==> config.mk <==
export PLATFORM = sky130hd
export DESIGN_NAME = rx_ctrl_regs
export DESIGN_NICKNAME = d
export VERILOG_FILES = /design/src/readout_pkg.sv /design/src/rx_ctrl_regs.sv
export VERILOG_INCLUDE_DIRS = /design/src /design/src/src
export SDC_FILE = /design/constraint.sdc
export NUM_CORES = 1
export LEC_CHECK = 0
export BUFFER_PORTS_ARGS = -buffer_cell sky130_fd_sc_hd__buf_2
export CORE_MARGIN = 2
export CORE_UTILIZATION = 43
export CTS_BUF_LIST = sky130_fd_sc_hd__clkbuf_4
export CTS_CLUSTER_SIZE = 20
export DETAILED_ROUTE_END_ITERATION = 8
export GPL_TIMING_DRIVEN = 0
export HOLD_SLACK_MARGIN = 0.02
export PLACE_DENSITY = 0.84
export REMOVE_ABC_BUFFERS = 1
export SYNTH_ARGS = -nofsm -noshare
export SYNTH_HDL_FRONTEND = slang
export SYNTH_SLANG_ARGS = --single-unit
==> constraint.sdc <==
create_clock -name CLK_40 -period 1.4 [get_ports CLK_40]
set_input_delay 0.14 -clock CLK_40 [delete_from_list [all_inputs] [get_ports CLK_40]]
set_output_delay 0.14 -clock CLK_40 [all_outputs]
set_load 0.01 [all_outputs]
==> src/readout_cfg.svh <==
// build-time sizes; RO_N_CHANNELS must fit in RO_BUS_DATA_W bits and stay below 2**RO_ID_W
`ifndef READOUT_CFG_SVH
`define READOUT_CFG_SVH

// number of front-end receive channels
`define RO_N_CHANNELS 4

// decoded word width as delivered by a channel
`define RO_PAYLOAD_W 24
// identifier sits in the top bits of each output word
`define RO_ID_W 8
// must equal RO_ID_W + RO_PAYLOAD_W
`define RO_WORD_W 32

// per-channel FIFO depth is 2**RO_FIFO_AW
`define RO_FIFO_AW 3

// register bus
`define RO_BUS_ADDR_W 16
`define RO_BUS_DATA_W 8
`define RO_REG_ENABLE 16'h8800
`define RO_REG_OVERFLOW 16'h8801
`define RO_REG_FLUSH 16'h8802

`endif

==> src/readout_pkg.sv <==
// shared readout types; widths follow readout_cfg.svh, which must be on the include path
`include "readout_cfg.svh"

package readout_pkg;

    // one decoded word from a front-end channel
    typedef logic [`RO_PAYLOAD_W-1:0] payload_t;
    // identifier in the upper bits, payload below
    typedef logic [`RO_WORD_W-1:0] rx_word_t;
    // one bit per channel
    typedef logic [`RO_N_CHANNELS-1:0] chan_mask_t;

    typedef logic [`RO_BUS_ADDR_W-1:0] bus_addr_t;
    typedef logic [`RO_BUS_DATA_W-1:0] bus_data_t;

    // strobes decoded once per cycle
    typedef enum logic [1:0] {BUS_IDLE, BUS_READ, BUS_WRITE} bus_op_e;
    // arbiter output register occupancy
    typedef enum logic {OUT_EMPTY, OUT_FULL} out_state_e;

endpackage

==> src/rx_ctrl_regs.sv <==
// read and write strobes must be single-cycle and never both high; read data lags one cycle
`timescale 1ns/100ps
`include "readout_cfg.svh"

module rx_ctrl_regs
(
    input  logic                    CLK_40,
    input  logic                    i_rst,
    input  readout_pkg::bus_addr_t  i_bus_add,
    input  readout_pkg::bus_data_t  i_bus_wdata,
    input  logic                    i_bus_wr,
    input  logic                    i_bus_rd,
    input  readout_pkg::chan_mask_t i_overflow,
    output readout_pkg::bus_data_t  o_bus_rdata,
    output readout_pkg::chan_mask_t o_enable,
    output readout_pkg::chan_mask_t o_flush
);

    localparam int N = `RO_N_CHANNELS;

    readout_pkg::bus_op_e    bus_op;
    readout_pkg::chan_mask_t wr_mask;
    readout_pkg::chan_mask_t enable_q;
    readout_pkg::chan_mask_t overflow_q;
    readout_pkg::bus_data_t  rd_value;

    // write wins if both strobes ever show up
    always_comb
    begin
        if (i_bus_wr)
            bus_op = readout_pkg::BUS_WRITE;
        else if (i_bus_rd)
            bus_op = readout_pkg::BUS_READ;
        else
            bus_op = readout_pkg::BUS_IDLE;
    end

    // only the low channel bits carry meaning
    assign wr_mask = i_bus_wdata[N-1:0];

    // read mux, flush reg and unmapped space give zero
    always_comb
    begin
        rd_value = '0;
        if (i_bus_add == `RO_REG_ENABLE)
            rd_value[N-1:0] = enable_q;
        else if (i_bus_add == `RO_REG_OVERFLOW)
            rd_value[N-1:0] = overflow_q;
    end

    always_ff @(posedge CLK_40)
    begin
        if (i_rst)
        begin
            enable_q    <= '0;
            overflow_q  <= '0;
            o_flush     <= '0;
            o_bus_rdata <= '0;
        end
        else
        begin
            // flush is a one-cycle pulse
            o_flush    <= '0;
            // new overflow pulses always land, even against a clear
            overflow_q <= overflow_q | i_overflow;
            case (bus_op)
                readout_pkg::BUS_WRITE:
                begin
                    if (i_bus_add == `RO_REG_ENABLE)
                        enable_q <= wr_mask;
                    else if (i_bus_add == `RO_REG_OVERFLOW)
                        overflow_q <= (overflow_q & ~wr_mask) | i_overflow;
                    else if (i_bus_add == `RO_REG_FLUSH)
                        o_flush <= wr_mask;
                end
                readout_pkg::BUS_READ:
                    o_bus_rdata <= rd_value;
                default:
                    o_bus_rdata <= o_bus_rdata;
            endcase
        end
    end

    // gates arbiter requests
    assign o_enable = enable_q;

endmodule

==> flow_metrics.env <==
export IMPL_postCtsSetupRepairBufs=0
export IMPL_area_growth_synth_to_final_pct=26.94
export IMPL_rsz0062_at_grt="false"
export IMPL_clk_transition_reported_paths_ns=0.10
export IMPL_antenna_found_initial=0
export IMPL_synth_largest_area_cell="sky130_fd_sc_hd__dfxtp_1"
export IMPL_cts_htree_levels=1
export IMPL_synth_cell_type_count=23
export IMPL_ctsResizeCount=0
export IMPL_slew_viol_final=0
export IMPL_worst_r2r_endpoint="o_bus_rdata[2]"
export IMPL_synthCells=84
export IMPL_num_rows=15
export IMPL_hold_path_startpoint="i_overflow[2]"
export IMPL_seq_area_frac_synth=0.4231
export IMPL_die_width_um=45.96
export IMPL_ff2ff_setup_slack_ns=0.55
export IMPL_worst_path_max_fanout=8
export IMPL_routedWlPerCell_um=12.70
export IMPL_power_switching_uw=231.4
export IMPL_vdd_drop_max_mv=0.4804
export IMPL_placed_cells_incl_taps=136
export IMPL_hold_end="overflow_q[2]"
export IMPL_crit_arrival_ns=1.30
export IMPL_reg2regPathDepth=2
export IMPL_final_setup_worst_slack_ns=0.3249
export IMPL_post_synth_instance_area_um2=757.0
export IMPL_dpl_worst_slack_ns=0.04577
export IMPL_cts_tree="yes"
export IMPL_gr_total_overflow=0
export IMPL_initial_core_util=0.4481
export IMPL_cellLeakagePower_nw=0.4498
export IMPL_vias_per_cell=5.436
export IMPL_power_frac_clock=0.304
export IMPL_cts_made_buffers=3
export IMPL_setup_tns_ns=0
export IMPL_crit_required_ns=1.63
export IMPL_routabilityCongestion=0.7721
export IMPL_buffers_added_on_ports=39
export IMPL_clockBufferDepth=2
export IMPL_number_of_nets_at_the_end_of_the_flow=156
export IMPL_detailedRoute_firstPassIterationCount=4
export IMPL_worst_setup_path_type="input port to flop"
export IMPL_slowest_delay_ns=0.41
export IMPL_drt_total_wl_um=1778
export IMPL_post_route_cells_drive_above_1_share=0.3821
export IMPL_hold_buffers=0
export IMPL_boundaryPins=48
export IMPL_outcome="finished, final reports clean"
export IMPL_clkLatencyLatePin_ns=0.30
export IMPL_detail_route_iter0_violations=12
export IMPL_cpMaxStageDelayCell="sky130_fd_sc_hd__and4_1"
export IMPL_setup_worst_path_end_class="flop"
export IMPL_r2r_start="o_enable[2]"
export IMPL_ff_latch_area_um2=320.3
export IMPL_drt_drc_violations_left=0
export IMPL_switching_share=0.2695
export IMPL_n_antenna_cell=0
export IMPL_cellPowerDensity_nw_per_um2=893.4
export IMPL_netlist_top_cells_area="sky130_fd_sc_hd__dfxtp_1 (42%), sky130_fd_sc_hd__nor4b_4 (6.3%), sky130_fd_sc_hd__a21oi_1 (5.3%)"
export IMPL_ys_warn_count=0
export IMPL_post_synth_top_area_fraction=0.4231
export IMPL_critical_path_cell_chain="buf_2, nor4b_4, and4_1, nand3_1, a21oi_1"
export IMPL_p_int_uw=627.2
export IMPL_post_dp_hpwl_um=1359
export IMPL_grt_start_max_net_pins=14
export IMPL_multi_input_comb_area_um2=379.1
export IMPL_clock_sink_count=16
export IMPL_synth_area_per_cell_um2=9.012
export IMPL_final_critical_path_time_including_i_o_delays_and_setup_ns=1.075
export IMPL_max_freq_mhz=930.2
export IMPL_die_h_um=45.96
export IMPL_first_pass_grt_wire_length_um=2594
export IMPL_synth_seq_cells=16
export IMPL_critical_path_startpoint_type="input port"
export IMPL_via_count_of_the_first_global_routing_pass=698
export IMPL_core_area_um2=1689
export IMPL_cts_root_buf="sky130_fd_sc_hd__clkbuf_4"
export IMPL_share_comb_of_total_power=0.141
export IMPL_worst_clock_skew_on_the_final_layout_ns=0.004920
export IMPL_holdCritPathClass="input port to flop"
export IMPL_timing_hold_violations_final=0
export IMPL_setup_violations=0
export IMPL_grtUsageTotal=0.1700
export IMPL_vias=761
export IMPL_timing_final_crit_share=0.7679
export IMPL_layoutNonFillerInstCount=140
export IMPL_fillCellCount=158
export IMPL_die_area_um2=2112
export IMPL_postRouteAntennaNets=0
export IMPL_p_seq_frac=0.555
export IMPL_max_cap_violations=0
export IMPL_hold_path_depth=3
cells by family after synthesis:
| family | count (synthesis) | synth area share |
|---|---|---|
| simple gates | 35 | 0.3289 |
| flops | 16 | 0.4231 |
| other cells | 1 | 0.004954 |
| compound gates | 20 | 0.1521 |
| buf+inv | 12 | 0.09090 |
worst max-delay path by stage:
stage,startpoint,endpoint,slack (ns)
final,i_bus_add[14],o_enable[1],0.32
after global routing,i_bus_add[14],o_flush[1],0.20
after CTS,i_bus_add[3],o_bus_rdata[0],0.34
after detailed placement,i_bus_add[3],o_bus_rdata[2],0.05
after global placement,i_bus_add[10],o_bus_rdata[0],0.08
after floorplan,i_bus_add[10],o_bus_rdata[0],0.30
registers in the layout (all words and copies together), names as in the netlist:
name	flops
overflow_q	4
o_bus_rdata	4
o_flush	4
o_enable	4
worst max-delay path: cells and delay by family:
kind / cells / cell delay [ns]
simple gates: 3 / 0.89
compound gates: 1 / 0.16
buf+inv: 1 / 0.11
cells in the final DEF, fill, tap and decap left out:
cell | netlist | layout
sky130_fd_sc_hd__buf_2 | 1 | 39
sky130_fd_sc_hd__dfxtp_1 | 16 | 16
sky130_fd_sc_hd__o21ai_0 | 8 | 8
sky130_fd_sc_hd__a21oi_1 | 8 | 8
sky130_fd_sc_hd__nand2_1 | 6 | 6
sky130_fd_sc_hd__inv_1 | 5 | 5
sky130_fd_sc_hd__nand3_1 | 4 | 4
sky130_fd_sc_hd__nor2_1 | 4 | 4
sky130_fd_sc_hd__a221oi_1 | 4 | 4
sky130_fd_sc_hd__nor3_1 | 4 | 4
sky130_fd_sc_hd__and2_1 | 4 | 4
sky130_fd_sc_hd__conb_1 | 1 | 4
sky130_fd_sc_hd__nand4_1 | 3 | 3
sky130_fd_sc_hd__clkbuf_4 | 0 | 3
sky130_fd_sc_hd__nor4b_4 | 2 | 2
sky130_fd_sc_hd__and4_1 | 2 | 2
sky130_fd_sc_hd__nor3_2 | 2 | 2
sky130_fd_sc_hd__nor4_4 | 1 | 1
sky130_fd_sc_hd__nor4_1 | 1 | 1
sky130_fd_sc_hd__nor4b_1 | 1 | 1
sky130_fd_sc_hd__nor2b_1 | 1 | 1
sky130_fd_sc_hd__clkinv_1 | 0 | 1
routing by layer:
metal | vias to the layer above | routed length [um] | global-route usage
li1 | 375 | - | -
met1 | 345 | 714 | 0.1885
met2 | 35 | 920 | 0.2944
met3 | 6 | 104 | 0.02778
met4 | 0 | 40 | 0.1086
met5 | - | 0 | 0
cells in the mapped netlist:
cell type and n:
sky130_fd_sc_hd__conb_1 1, sky130_fd_sc_hd__nor4_4 1, sky130_fd_sc_hd__nor4_1 1, sky130_fd_sc_hd__nand4_1 3, sky130_fd_sc_hd__nand2_1 6, sky130_fd_sc_hd__nor2b_1 1, sky130_fd_sc_hd__nor4b_1 1, sky130_fd_sc_hd__buf_2 1
sky130_fd_sc_hd__inv_1 5, sky130_fd_sc_hd__o21ai_0 8, sky130_fd_sc_hd__nor4b_4 2, sky130_fd_sc_hd__dfxtp_1 16, sky130_fd_sc_hd__nand3_1 4, sky130_fd_sc_hd__and4_1 2, sky130_fd_sc_hd__buf_6 1, sky130_fd_sc_hd__and2_1 4
sky130_fd_sc_hd__nor2_1 4, sky130_fd_sc_hd__nor3_2 2, sky130_fd_sc_hd__a221oi_1 4, sky130_fd_sc_hd__clkbuf_1 1, sky130_fd_sc_hd__buf_4 4, sky130_fd_sc_hd__a21oi_1 8, sky130_fd_sc_hd__nor3_1 4
cell type report:
cell class / instances / share of cell area
clock inverters: 1 / 0.003906
multi-input cells: 59 / 0.3945
inverters: 5 / 0.01953
repair buffers: 39 / 0.2031
clock buffers: 3 / 0.02344
well taps: 17 / 0.02214
flip-flops and latches: 16 / 0.3333
power by group through the flow:
stage	Clock [mW]	Combinational [mW]	Sequential [mW]
final	0.261	0.121	0.476
after global routing	0.274	0.133	0.477
after CTS	0.256	0.120	0.476
after detailed placement	0	0.120	0.487
after global placement	0	0.116	0.486
after floorplan	0	0.0443	0.489
per-stage QoR:
| stage | total power, mW | area [um2] | hold WS, ns | util |
|---|---|---|---|---|
| 5_1_grt | 0.8840 | 960.9 | 0.06682 | 0.5689 |
| 2_1_floorplan | 0.5331 | 718.2 | 0.2091 | - |
| 6_report | 0.8585 | 960.9 | 0.06126 | 0.5689 |
| 3_5_place_dp | 0.6067 | 934.6 | 0.3790 | 0.5533 |
| 3_3_place_gp | 0.6025 | 934.6 | 0.3788 | 0.5533 |
| 4_1_cts | 0.8527 | 960.9 | 0.06495 | 0.5689 |
No activity file was read; power rests on OpenSTA's default activity.
