$ cat src/readout_cfg.svh
// build-time sizes; RO_N_CHANNELS must fit in RO_BUS_DATA_W bits and stay below 2**RO_ID_W
`ifndef READOUT_CFG_SVH
`define READOUT_CFG_SVH

// number of front-end receive channels
`define RO_N_CHANNELS 4

// decoded word width as delivered by a channel
`define RO_PAYLOAD_W 24
// identifier sits in the top bits of each output word
`define RO_ID_W 8
// must equal RO_ID_W + RO_PAYLOAD_W
`define RO_WORD_W 32

// per-channel FIFO depth is 2**RO_FIFO_AW
`define RO_FIFO_AW 3

// register bus
`define RO_BUS_ADDR_W 16
`define RO_BUS_DATA_W 8
`define RO_REG_ENABLE 16'h8800
`define RO_REG_OVERFLOW 16'h8801
`define RO_REG_FLUSH 16'h8802

`endif

$ cat src/readout_pkg.sv
// shared readout types; widths follow readout_cfg.svh, which must be on the include path
`include "readout_cfg.svh"

package readout_pkg;

    // one decoded word from a front-end channel
    typedef logic [`RO_PAYLOAD_W-1:0] payload_t;
    // identifier in the upper bits, payload below
    typedef logic [`RO_WORD_W-1:0] rx_word_t;
    // one bit per channel
    typedef logic [`RO_N_CHANNELS-1:0] chan_mask_t;

    typedef logic [`RO_BUS_ADDR_W-1:0] bus_addr_t;
    typedef logic [`RO_BUS_DATA_W-1:0] bus_data_t;

    // strobes decoded once per cycle
    typedef enum logic [1:0] {BUS_IDLE, BUS_READ, BUS_WRITE} bus_op_e;
    // arbiter output register occupancy
    typedef enum logic {OUT_EMPTY, OUT_FULL} out_state_e;

endpackage

$ cat src/rx_channel.sv
// i_valid has no back-pressure and words offered while full are lost; i_pop only when non-empty
`timescale 1ns/100ps
`include "readout_cfg.svh"

module rx_channel
#(
    parameter int CHAN_INDEX = 0
)
(
    input  logic                  CLK_40,
    input  logic                  i_rst,
    input  logic                  i_valid,
    input  readout_pkg::payload_t i_data,
    input  logic                  i_flush,
    input  logic                  i_pop,
    output logic                  o_empty,
    output readout_pkg::rx_word_t o_word,
    output logic                  o_overflow
);

    localparam int AW    = `RO_FIFO_AW;
    localparam int DEPTH = 1 << AW;
    // data identifier is channel index plus one
    localparam logic [`RO_ID_W-1:0] DATA_ID = `RO_ID_W'(CHAN_INDEX + 1);

    readout_pkg::payload_t mem [DEPTH];

    logic [AW-1:0] wr_ptr;
    logic [AW-1:0] rd_ptr;
    logic [AW:0]   count;
    logic          full;
    logic          wr_en;
    logic          rd_en;

    assign full    = (count == (AW+1)'(DEPTH));
    assign o_empty = (count == '0);

    // a write alongside a flush is dropped
    assign wr_en = i_valid && !full && !i_flush;
    // flush overrides a pop
    assign rd_en = i_pop && !o_empty && !i_flush;

    // storage
    always_ff @(posedge CLK_40)
    begin
        if (wr_en)
            mem[wr_ptr] <= i_data;
    end

    // pointers and count
    always_ff @(posedge CLK_40)
    begin
        if (i_rst || i_flush)
        begin
            wr_ptr <= '0;
            rd_ptr <= '0;
            count  <= '0;
        end
        else
        begin
            if (wr_en)
                wr_ptr <= wr_ptr + 1'b1;
            if (rd_en)
                rd_ptr <= rd_ptr + 1'b1;
            case ({wr_en, rd_en})
                2'b10:
                    count <= count + 1'b1;
                2'b01:
                    count <= count - 1'b1;
                default:
                    count <= count;
            endcase
        end
    end

    // one-cycle pulse per lost word
    always_ff @(posedge CLK_40)
    begin
        if (i_rst)
            o_overflow <= 1'b0;
        else
            o_overflow <= i_valid && full;
    end

    // head falls through, tagged
    assign o_word = {DATA_ID, mem[rd_ptr]};

endmodule

$ cat config.mk
export PLATFORM = sky130hd
export DESIGN_NAME = rx_channel
export DESIGN_NICKNAME = d
export VERILOG_FILES = /design/src/readout_pkg.sv /design/src/rx_channel.sv
export VERILOG_INCLUDE_DIRS = /design/src /design/src/src
export SDC_FILE = /design/constraint.sdc
export NUM_CORES = 1
export LEC_CHECK = 0
export ABC_AREA = 1
export BUFFER_PORTS_ARGS = -buffer_cell sky130_fd_sc_hd__buf_4
export CORE_ASPECT_RATIO = 1.2
export CORE_UTILIZATION = 54
export CTS_CLUSTER_DIAMETER = 30
export DETAILED_ROUTE_END_ITERATION = 10
export MAX_ROUTING_LAYER = met4
export PLACE_DENSITY_LB_ADDON = 0.12
export SLEW_MARGIN = 0
export SYNTH_ARGS = -nofsm -noshare
export SYNTH_HDL_FRONTEND = slang
export SYNTH_SLANG_ARGS = --single-unit
$ cat constraint.sdc
create_clock -name CLK_40 -period 2.4 [get_ports CLK_40]
set_input_delay 0.12 -clock CLK_40 [delete_from_list [all_inputs] [get_ports CLK_40]]
set_output_delay 0.12 -clock CLK_40 [all_outputs]
set_load 0.03 [all_outputs]
==> flow_summary.ini, run 1 <==
[run_status]
status = complete, no violations

[min_path]
hold_path.class = input port to flip-flop

[routing]
detail_route.vias_per_cell = 5.315
ant_nets = 0
vias = 5225
drt_iter0_drc = 342
totalWireLength_um = 17040
wl_per_cell_um = 17.33
dr.pass1.iters = 4
drcViolationCount = 0

[die]
dieArea_sq_mm = 0.01586
start_util = 0.5520
ios = 63
fp.dieH_um = 137.7
core_area_sq_mm = 0.01502
die_x_um = 115.1
rows = 49

[sta]
min_period_ps = 2122
finalSetupViolCount = 0
fin_crit_sh = 0.8844
final_hold_viol_count = 0
drv_slew = 0
holdWs_ps = 40.25
fmax_mhz = 471.1
clock_skew_ps = 9.165
finalSetupTns_ps = 0
fin_ws_ps = 277.5
rsz0062_at_grt = no

[critical_path]
crit_fanout = 5
cp.arrival_ps = 2490
path_cells = nor2_1 > nand3_1 > nand2_1 > nor2_2 > ha_1 > nand2_1 > inv_1 > nor2_1 > ha_1 > a21oi_1 > xnor2_1 > o21ai_0 > inv_1
required_ps = 2770
slowest_stage = dfxtp_1
crit_family = simple AND/OR/NAND/NOR gates
path_buf_inv = 2
start_kind = flip-flop
end_kind = flip-flop
critPathKind = flip-flop to flip-flop
slowest_delay_ps = 410

[synthesis]
synth-seq-cells = 206
syn-mean-instance-area_sq_um = 12.76
synth_cells = 650
synth.cell_area_sq_mm = 0.008292
ys_seq_area_frac = 0.7291
yosys_warnings = 0
synth_cell_type_count = 29

[clocking]
clk_transition_reported_paths_ps = 50
cts_made_buffers = 34
insertion_delay_ps = 480
root_buffer = clkbuf_16
cts_sinks = 206
cts_buffer_depth = 3
cts_tree = done
htreeDepth = 2

[placement]
placedCellCount = 892
finalWeightedCongestion = 0.8215
dpl.hpwl_um = 9151
port_buffers = 54
post-place-ws_ps = 319.3

[cells_and_area]
final_cells = 983
final_nets = 788
area_delta_synth_final_pct = 25.52
final_cell_mix = edfxtp_1 (192), nor2_1 (103), nand2_1 (92)
drive_gt1_frac = 0.1772
antennaDiodeCount = 0
nFillCells = 1039
final_common_cell = edfxtp_1

[flow_run]
maxCapViolations = 0

[power_and_ir_drop]
clockPowerShare = 0.528
p_leak_uw = 0.003765
switchingPower_uw = 1778
internal_power_uw = 7559
pwr_density_cell_mw_per_mm2 = 897.2
peakVddDrop_uv = 518.4
switching_share = 0.1905
p_seq_frac = 0.427
combPwrFrac = 0.045

[global_routing]
grt_max_degree = 97
antenna_found_initial = 0
grt_usage = 0.2227
grt_pass1_wl_um = 25760
grt_pass1_vias = 5292
gr-total-overflow = 0
-- final timing paths --
kind              cells past startpoint              startpoint  slack [ps]                endpoint
setup / recovery                     13   count[1]$_SDFFE_PP0P_         280   count[2]$_SDFFE_PP0P_
hold / removal                        3                 i_valid          40  wr_ptr[1]$_SDFFE_PP0P_
setup reg to reg                     13   count[1]$_SDFFE_PP0P_         280   count[2]$_SDFFE_PP0P_
hold reg to reg                       2  rd_ptr[1]$_SDFFE_PP0P_         480               flip-flop
-- cell usage after synthesis --
| cell | instances | area (sq um) |
|---|---|---|
| edfxtp_1 | 192 | 5766 |
| nor2_1 | 111 | 416.7 |
| nand2_1 | 92 | 345.3 |
| o21ai_0 | 67 | 335.3 |
| o21ai_1 | 34 | 170.2 |
| mux2i_1 | 24 | 240.2 |
| o22ai_1 | 24 | 150.1 |
| inv_1 | 19 | 71.32 |
| dfxtp_1 | 14 | 280.3 |
| buf_4 | 12 | 90.09 |
| a21oi_1 | 10 | 50.05 |
| buf_2 | 8 | 40.04 |
| clkbuf_1 | 7 | 26.28 |
| clkbuf_2 | 5 | 25.02 |
| ha_1 | 5 | 62.56 |
| nand3_1 | 5 | 25.02 |
| buf_12 | 3 | 60.06 |
| buf_6 | 3 | 33.78 |
| buf_1 | 2 | 7.510 |
| conb_1 | 2 | 7.510 |
| xnor2_1 | 2 | 17.52 |
| xor2_1 | 2 | 17.52 |
| buf_8 | 1 | 15.01 |
| inv_2 | 1 | 3.750 |
| nand3_2 | 1 | 10.01 |
| nand4_1 | 1 | 6.260 |
| nor2_2 | 1 | 6.260 |
| nor3_1 | 1 | 5.000 |
| nor3b_1 | 1 | 7.510 |
-- final cells by class --
cell class | count | area (sq um) | share of cell area
inverter | 20 | 77.57 | 0.007454
multi-input combinational | 389 | 1916 | 0.1841
clock buffer | 45 | 955.9 | 0.09185
tap | 204 | 255.2 | 0.02453
clock inverter | 16 | 230.2 | 0.02212
sequential | 206 | 6051 | 0.5814
timing repair buffer | 103 | 922.1 | 0.08860
-- through the flow --
step / power, uW / cell area (sq um) / utilization
after global routing: 9610 / 10410 / 0.6929
final: 9337 / 10410 / 0.6929
after global placement: 4413 / 8895 / 0.5922
after detailed placement: 4427 / 8895 / 0.5922
after floorplan: 4280 / 8314 / -
after CTS: 9417 / 10360 / 0.6898
-- per-layer routing --
metal	GRT usage	vias up	routed length, um
li1	-	2527	-
met1	0.2580	2533	7127
met2	0.3869	132	8819
met3	0.03388	33	769
met4	0.09380	0	322
met5	-	-	0
-- state kept, by name, indices dropped and copies added, names as in the netlist, named ones only --
name,count
o_overflow,1
wr_ptr,3
mem,192
count,4
rd_ptr,3
-- what timing repair did --
action	4_1_cts	5_1_grt
buffers inserted	0	1
hold buffers	28	0
resized for setup	0	3
endpoints found under the setup margin	0	8
hold endpoints to repair	201	0
-- power groups by stage --
stage | registers, uW | clock network, uW | logic (uW)
after global placement | 4050 | 0 | 366
after CTS | 3980 | 5020 | 416
after floorplan | 4050 | 0 | 235
after detailed placement | 4050 | 0 | 378
final | 3980 | 4930 | 421
after global routing | 3980 | 5170 | 458
-- kinds of logic after synthesis --
| group | count (synthesis) | synth area share |
|---|---|---|
| flops | 206 | 0.7291 |
| simple gates | 213 | 0.09914 |
| mux | 24 | 0.02897 |
| fa+ha+maj | 5 | 0.007545 |
| buf+inv | 61 | 0.04497 |
| compound gates | 135 | 0.08511 |
| xor+xnor | 4 | 0.004226 |
| other cells | 2 | 0.0009057 |
-- worst reg2reg max path, delay by kind of cell, from the launching register on --
family | cells | cell delay (ps)
flops | 1 | 410
buf+inv | 2 | 120
compound gates | 2 | 310
xor+xnor | 1 | 110
simple gates | 6 | 630
fa+ha+maj | 2 | 430
No activity file was read; power rests on OpenSTA's default activity.
==> run 2: changes to the inputs <==
--- a/config.mk
+++ b/config.mk
@@ -13,7 +13,7 @@
 export CTS_CLUSTER_DIAMETER = 30
 export DETAILED_ROUTE_END_ITERATION = 10
 export MAX_ROUTING_LAYER = met4
-export PLACE_DENSITY_LB_ADDON = 0.12
+export PLACE_DENSITY = 0.76
 export SLEW_MARGIN = 0
 export SYNTH_ARGS = -nofsm -noshare
 export SYNTH_HDL_FRONTEND = slang
==> run 2 against run 1 <==
Against the previous run: global-route usage up 0.61 points; final area decreased by 0.63%; combinational power about the same; non-clock buffer count rose by 1; critical path type is now flip-flop to output port.
==> flow_summary.ini, run 2 (synthesis gave the netlist of run 1 again) <==
[placement]
dpl.hpwl_um = 9505
finalWeightedCongestion = 0.7812
port_buffers = 54
post-place-ws_ps = 303.8

[clocking]
root_buffer = clkbuf_16
cts_sinks = 206
htreeDepth = 1
cts_tree = done
cts_buffer_depth = 3
insertion_delay_ps = 530
cts_made_buffers = 31
clk_transition_reported_paths_ps = 60

[critical_path]
end_kind = output port
required_ps = 2280
critPathKind = flip-flop to output port
crit_fanout = 39
cp.arrival_ps = 2150
start_kind = flip-flop

[routing]
drcViolationCount = 0
wl_per_cell_um = 18.03
drt_iter0_drc = 354
detail_route.vias_per_cell = 5.515
dr.pass1.iters = 5
ant_nets = 0
totalWireLength_um = 17650
vias = 5399

[cells_and_area]
final_cell_mix = edfxtp_1 (192), nor2_1 (103), nand2_1 (92)
reg_top3 = mem (192), count (4)
nFillCells = 1011
multi_input_area_sq_mm = 0.001916
regArea_sq_mm = 0.006051
antennaDiodeCount = 0
drive_gt1_frac = 0.1832
area_delta_synth_final_pct = 24.73
final_nets = 786
final_common_cell = edfxtp_1
largest_reg_flops = 192
top_register = mem

[min_path]
hold_path.class = input port to flip-flop

[die]
rows = 49
start_util = 0.5520
core_area_sq_mm = 0.01502
ios = 63
fp.dieH_um = 137.7
dieArea_sq_mm = 0.01586
die_x_um = 115.1

[sta]
clock_skew_ps = 12.49
holdWs_ps = 366.2
fin_crit_sh = 0.9474
rsz0062_at_grt = no
final_hold_viol_count = 0
fin_ws_ps = 126.3
finalSetupViolCount = 0
finalSetupTns_ps = 0
fmax_mhz = 439.8
min_period_ps = 2274
drv_slew = 0

[global_routing]
grt_max_degree = 97
grt_pass1_vias = 5258
gr-total-overflow = 0
grt_usage = 0.2288
antenna_found_initial = 0
grt_pass1_wl_um = 26680

[power_and_ir_drop]
pwr_density_cell_mw_per_mm2 = 887.5
peakVddDrop_uv = 949.8
total_power_uw = 9179
p_leak_uw = 0.003734

[flow_run]
maxCapViolations = 0

[run_status]
status = complete, no violations
run 2: changes by cell type in the layout (fill, tap and decap cells not counted), sizes merged:
cell / previous run / this run
inv: 21 / 27
dlygate4sd3: 28 / 29
clkinv: 9 / 8
bufinv: 6 / 5
clkbuf: 46 / 37
run 2: cell type report:
type,instances,share of cell area
inverter,20,0.007501
multi-input combinational,389,0.1852
clock inverter,20,0.02686
sequential,206,0.5850
tap,204,0.02468
clock buffer,36,0.08299
timing repair buffer,104,0.08771
run 2: final timing paths:
check | end | cells past startpoint | startpoint | slack [ps]
max | o_word[13] | 6 | flip-flop | 130
min | mem[1][22]$_DFFE_PP_ | 2 | i_data[22] | 370
max reg2reg | count[2]$_SDFFE_PP0P_ | 13 | count[0]$_SDFFE_PP0P_ | 250
min reg2reg | flip-flop | 2 | rd_ptr[1]$_SDFFE_PP0P_ | 480
run 2: routing by layer:
layer  share of wire  track usage
met2            0.53       0.3899
met3           0.073      0.04048
met5               0            -
met4           0.024      0.09019
met1            0.37       0.2707
run 2: per-stage QoR:
step | instances | instance area (sq um) | utilization
after floorplan | 656 | 8314 | -
after global routing | 979 | 10340 | 0.6885
after global placement | 893 | 8877 | 0.5910
final | 979 | 10340 | 0.6885
after detailed placement | 893 | 8877 | 0.5910
after CTS | 978 | 10300 | 0.6860
run 2: critical path, stage by stage, from the launching register on:
cell       delay (ps)
dfxtp_4           580
clkbuf_16         340
mux2i_1           240
o22ai_1           110
nand2_1            80
nand2_1            90
buf_4             180
run 2: power by group:
part,leakage [uW],internal [uW],switching (uW)
Combinational,0.00133,160,263
Clock,0.000559,3140,1640
Sequential,0.00185,3960,17.1
Total,0.00373,7260,1920
run 2: timing repair:
action | 4_1_cts | 5_1_grt
resized for setup | 0 | 4
hold endpoints to repair | 201 | 0
hold buffers | 29 | 0
buffers inserted | 0 | 0
setup endpoints to repair | 0 | 21
==> run 3: changes to the inputs <==
--- a/config.mk
+++ b/config.mk
@@ -12,6 +12,7 @@
 export CORE_UTILIZATION = 54
 export CTS_CLUSTER_DIAMETER = 30
 export DETAILED_ROUTE_END_ITERATION = 10
+export GPL_TIMING_DRIVEN = 0
 export MAX_ROUTING_LAYER = met4
 export PLACE_DENSITY = 0.76
 export SLEW_MARGIN = 0
==> constraint.sdc (replaced) <==
create_clock -name CLK_40 -period 2.08 [get_ports CLK_40]
set_input_delay 0.104 -clock CLK_40 [delete_from_list [all_inputs] [get_ports CLK_40]]
set_output_delay 0.104 -clock CLK_40 [all_outputs]
set_load 0.03 [all_outputs]
==> run 3 against run 2 <==
Against the previous run: via count grew 7.7%; register-to-register slack worse by 170 ps; sequential power is 15% higher; highest routed layer unchanged; clock power grew 22%; clock skew up 4.4 ps; critical path depth is 2 higher; global-route usage grew 4.7 points; die area unchanged; largest cell class unchanged.
==> flow_summary.ini, run 3 (synthesis gave the netlist of run 1 again) <==
[routing]
wl_per_cell_um = 20.32
drcViolationCount = 0
dr.pass1.iters = 5
drt_iter0_drc = 524
vias = 5816
ant_nets = 0
totalWireLength_um = 20810
detail_route.vias_per_cell = 5.680

[cells_and_area]
finalCoreUtilization = 0.7254
final_cells = 1024
area_delta_synth_final_pct = 31.40
largest_reg_flops = 192
reg_top3 = mem (192), count (4)
final_common_cell = edfxtp_1
antennaDiodeCount = 0
drive_gt1_frac = 0.2354
final_nets = 829
top_register = mem
final_cell_mix = edfxtp_1 (192), nor2_1 (102), nand2_1 (91)

[power_and_ir_drop]
pwr_density_cell_mw_per_mm2 = 1010
p_seq_frac = 0.417
peakVddDrop_uv = 796.6
switching_share = 0.2139
clockPowerShare = 0.531
total_power_uw = 11000
switchingPower_uw = 2353
p_leak_uw = 0.003970
internal_power_uw = 8647
combPwrFrac = 0.052

[placement]
finalWeightedCongestion = 0.7875
placedCellCount = 918
dpl.hpwl_um = 11610
port_buffers = 54

[critical_path]
reg2regPathDepth = 13
r2r_slack_ps = 80
start_kind = flip-flop
crit_fanout = 10
end_kind = output port
rr_endpoint = count[3]$_SDFFE_PP0P_
required_ps = 1980
critPathKind = flip-flop to output port
cp.arrival_ps = 1970
rr_startpoint = count[1]$_SDFFE_PP0P_

[flow_run]
maxCapViolations = 0

[die]
fp.dieH_um = 137.7
start_util = 0.5520
ios = 63
core_area_sq_mm = 0.01502
dieArea_sq_mm = 0.01586
die_x_um = 115.1
rows = 49

[clocking]
insertion_delay_ps = 490
cts_buffer_depth = 3
cts_made_buffers = 34
clk_transition_reported_paths_ps = 60
root_buffer = clkbuf_16
cts_tree = done
htreeDepth = 2
cts_sinks = 206

[min_path]
hold_path_depth = 2
holdPathEnd = mem[5][20]$_DFFE_PP_
hold_path.class = input port to flip-flop
hold_start = i_data[20]

[sta]
final_hold_viol_count = 0
min_period_ps = 2076
fin_crit_sh = 0.9980
slew-limit-headroom = 0.6226
clock_skew_ps = 16.89
holdWs_ps = 385.0
finalSetupViolCount = 0
tightestPinTransition_ps = 564.8
fmax_mhz = 481.7
rsz0062_at_grt = yes
drv_slew = 0

[global_routing]
gr-total-overflow = 0
grt_pass1_wl_um = 30990
antenna_found_initial = 0
grt_usage = 0.2761
grt_max_degree = 16
grt_pass1_vias = 5932

[run_status]
status = complete, no violations
## run 3: cell types whose count changed in the layout (fill, tap and decap cells not counted), sizes merged
cell	before	now
bufinv	5	6
nor2	112	116
clkinvlp	0	5
buf	74	99
clkbuf	37	48
inv	27	26
## run 3: worst max-delay path, cell delays in order, from the launching register on
cell,delay (ps)
dfxtp_2,330
buf_6,130
inv_2,150
buf_4,230
nor2_1,70
o21ai_1,180
nand2_1,100
nand2_1,120
buf_4,170
## run 3: layout make-up
type | count | area, sq um
fillers | 939 | 4125
repair buffers | 99 | 942.2
clock inverters | 25 | 315.3
plain buffers | 41 | 330.3
well taps | 204 | 255.2
multi-input cells | 393 | 2047
flip-flops and latches | 206 | 6051
inverters | 20 | 75.07
clock buffers | 36 | 879.6
## run 3: what timing repair did
item / CTS / global route
buffers inserted: 2 / 9
pin swaps: 5 / 7
hold endpoints to repair: 201 / 0
endpoints found under the setup margin: 168 / 106
hold buffers: 29 / 0
resized for setup: 28 / 20
cloned: 4 / 1
## run 3: worst max path at each step
stage / start / endpoint / slack [ps] / cells after the start
CTS: count[1]$_SDFFE_PP0P_ / count[2]$_SDFFE_PP0P_ / 0.2 / 13
floorplan: count[1]$_SDFFE_PP0P_ / mem[1][0]$_DFFE_PP_ / -200 / 6
detailed placement: count[1]$_SDFFE_PP0P_ / mem[0][8]$_DFFE_PP_ / -540 / 4
global route: flip-flop / o_word[22] / -110 / 9
global placement: count[1]$_SDFFE_PP0P_ / mem[5][9]$_DFFE_PP_ / -1110 / 6
finish: flip-flop / o_word[22] / 4 / 8
## run 3: through the flow
step / area, sq um / TNS [ps] / setup WS (ps)
after floorplan: 8324 / -19390 / -202.0
after global placement: 8985 / -135400 / -1111
after detailed placement: 9097 / -43970 / -541.2
after CTS: 10720 / 0 / 0.2365
final: 10900 / 0 / 4.186
after global routing: 10900 / -233.5 / -111.4
## run 3: power by group through the flow
stage	clock network [uW]	registers [uW]	logic, uW
global route	6070	4590	609
CTS	5870	4590	547
floorplan	0	4670	272
detailed placement	0	4670	474
global placement	0	4670	451
finish	5840	4590	572
## run 3: per-layer routing
layer | vias to the layer above | track usage | wire length [um]
li1 | 2614 | - | -
met1 | 2844 | 0.3234 | 7760
met2 | 301 | 0.4699 | 10860
met3 | 57 | 0.04971 | 1502
met4 | 0 | 0.1176 | 684
met5 | - | - | 0
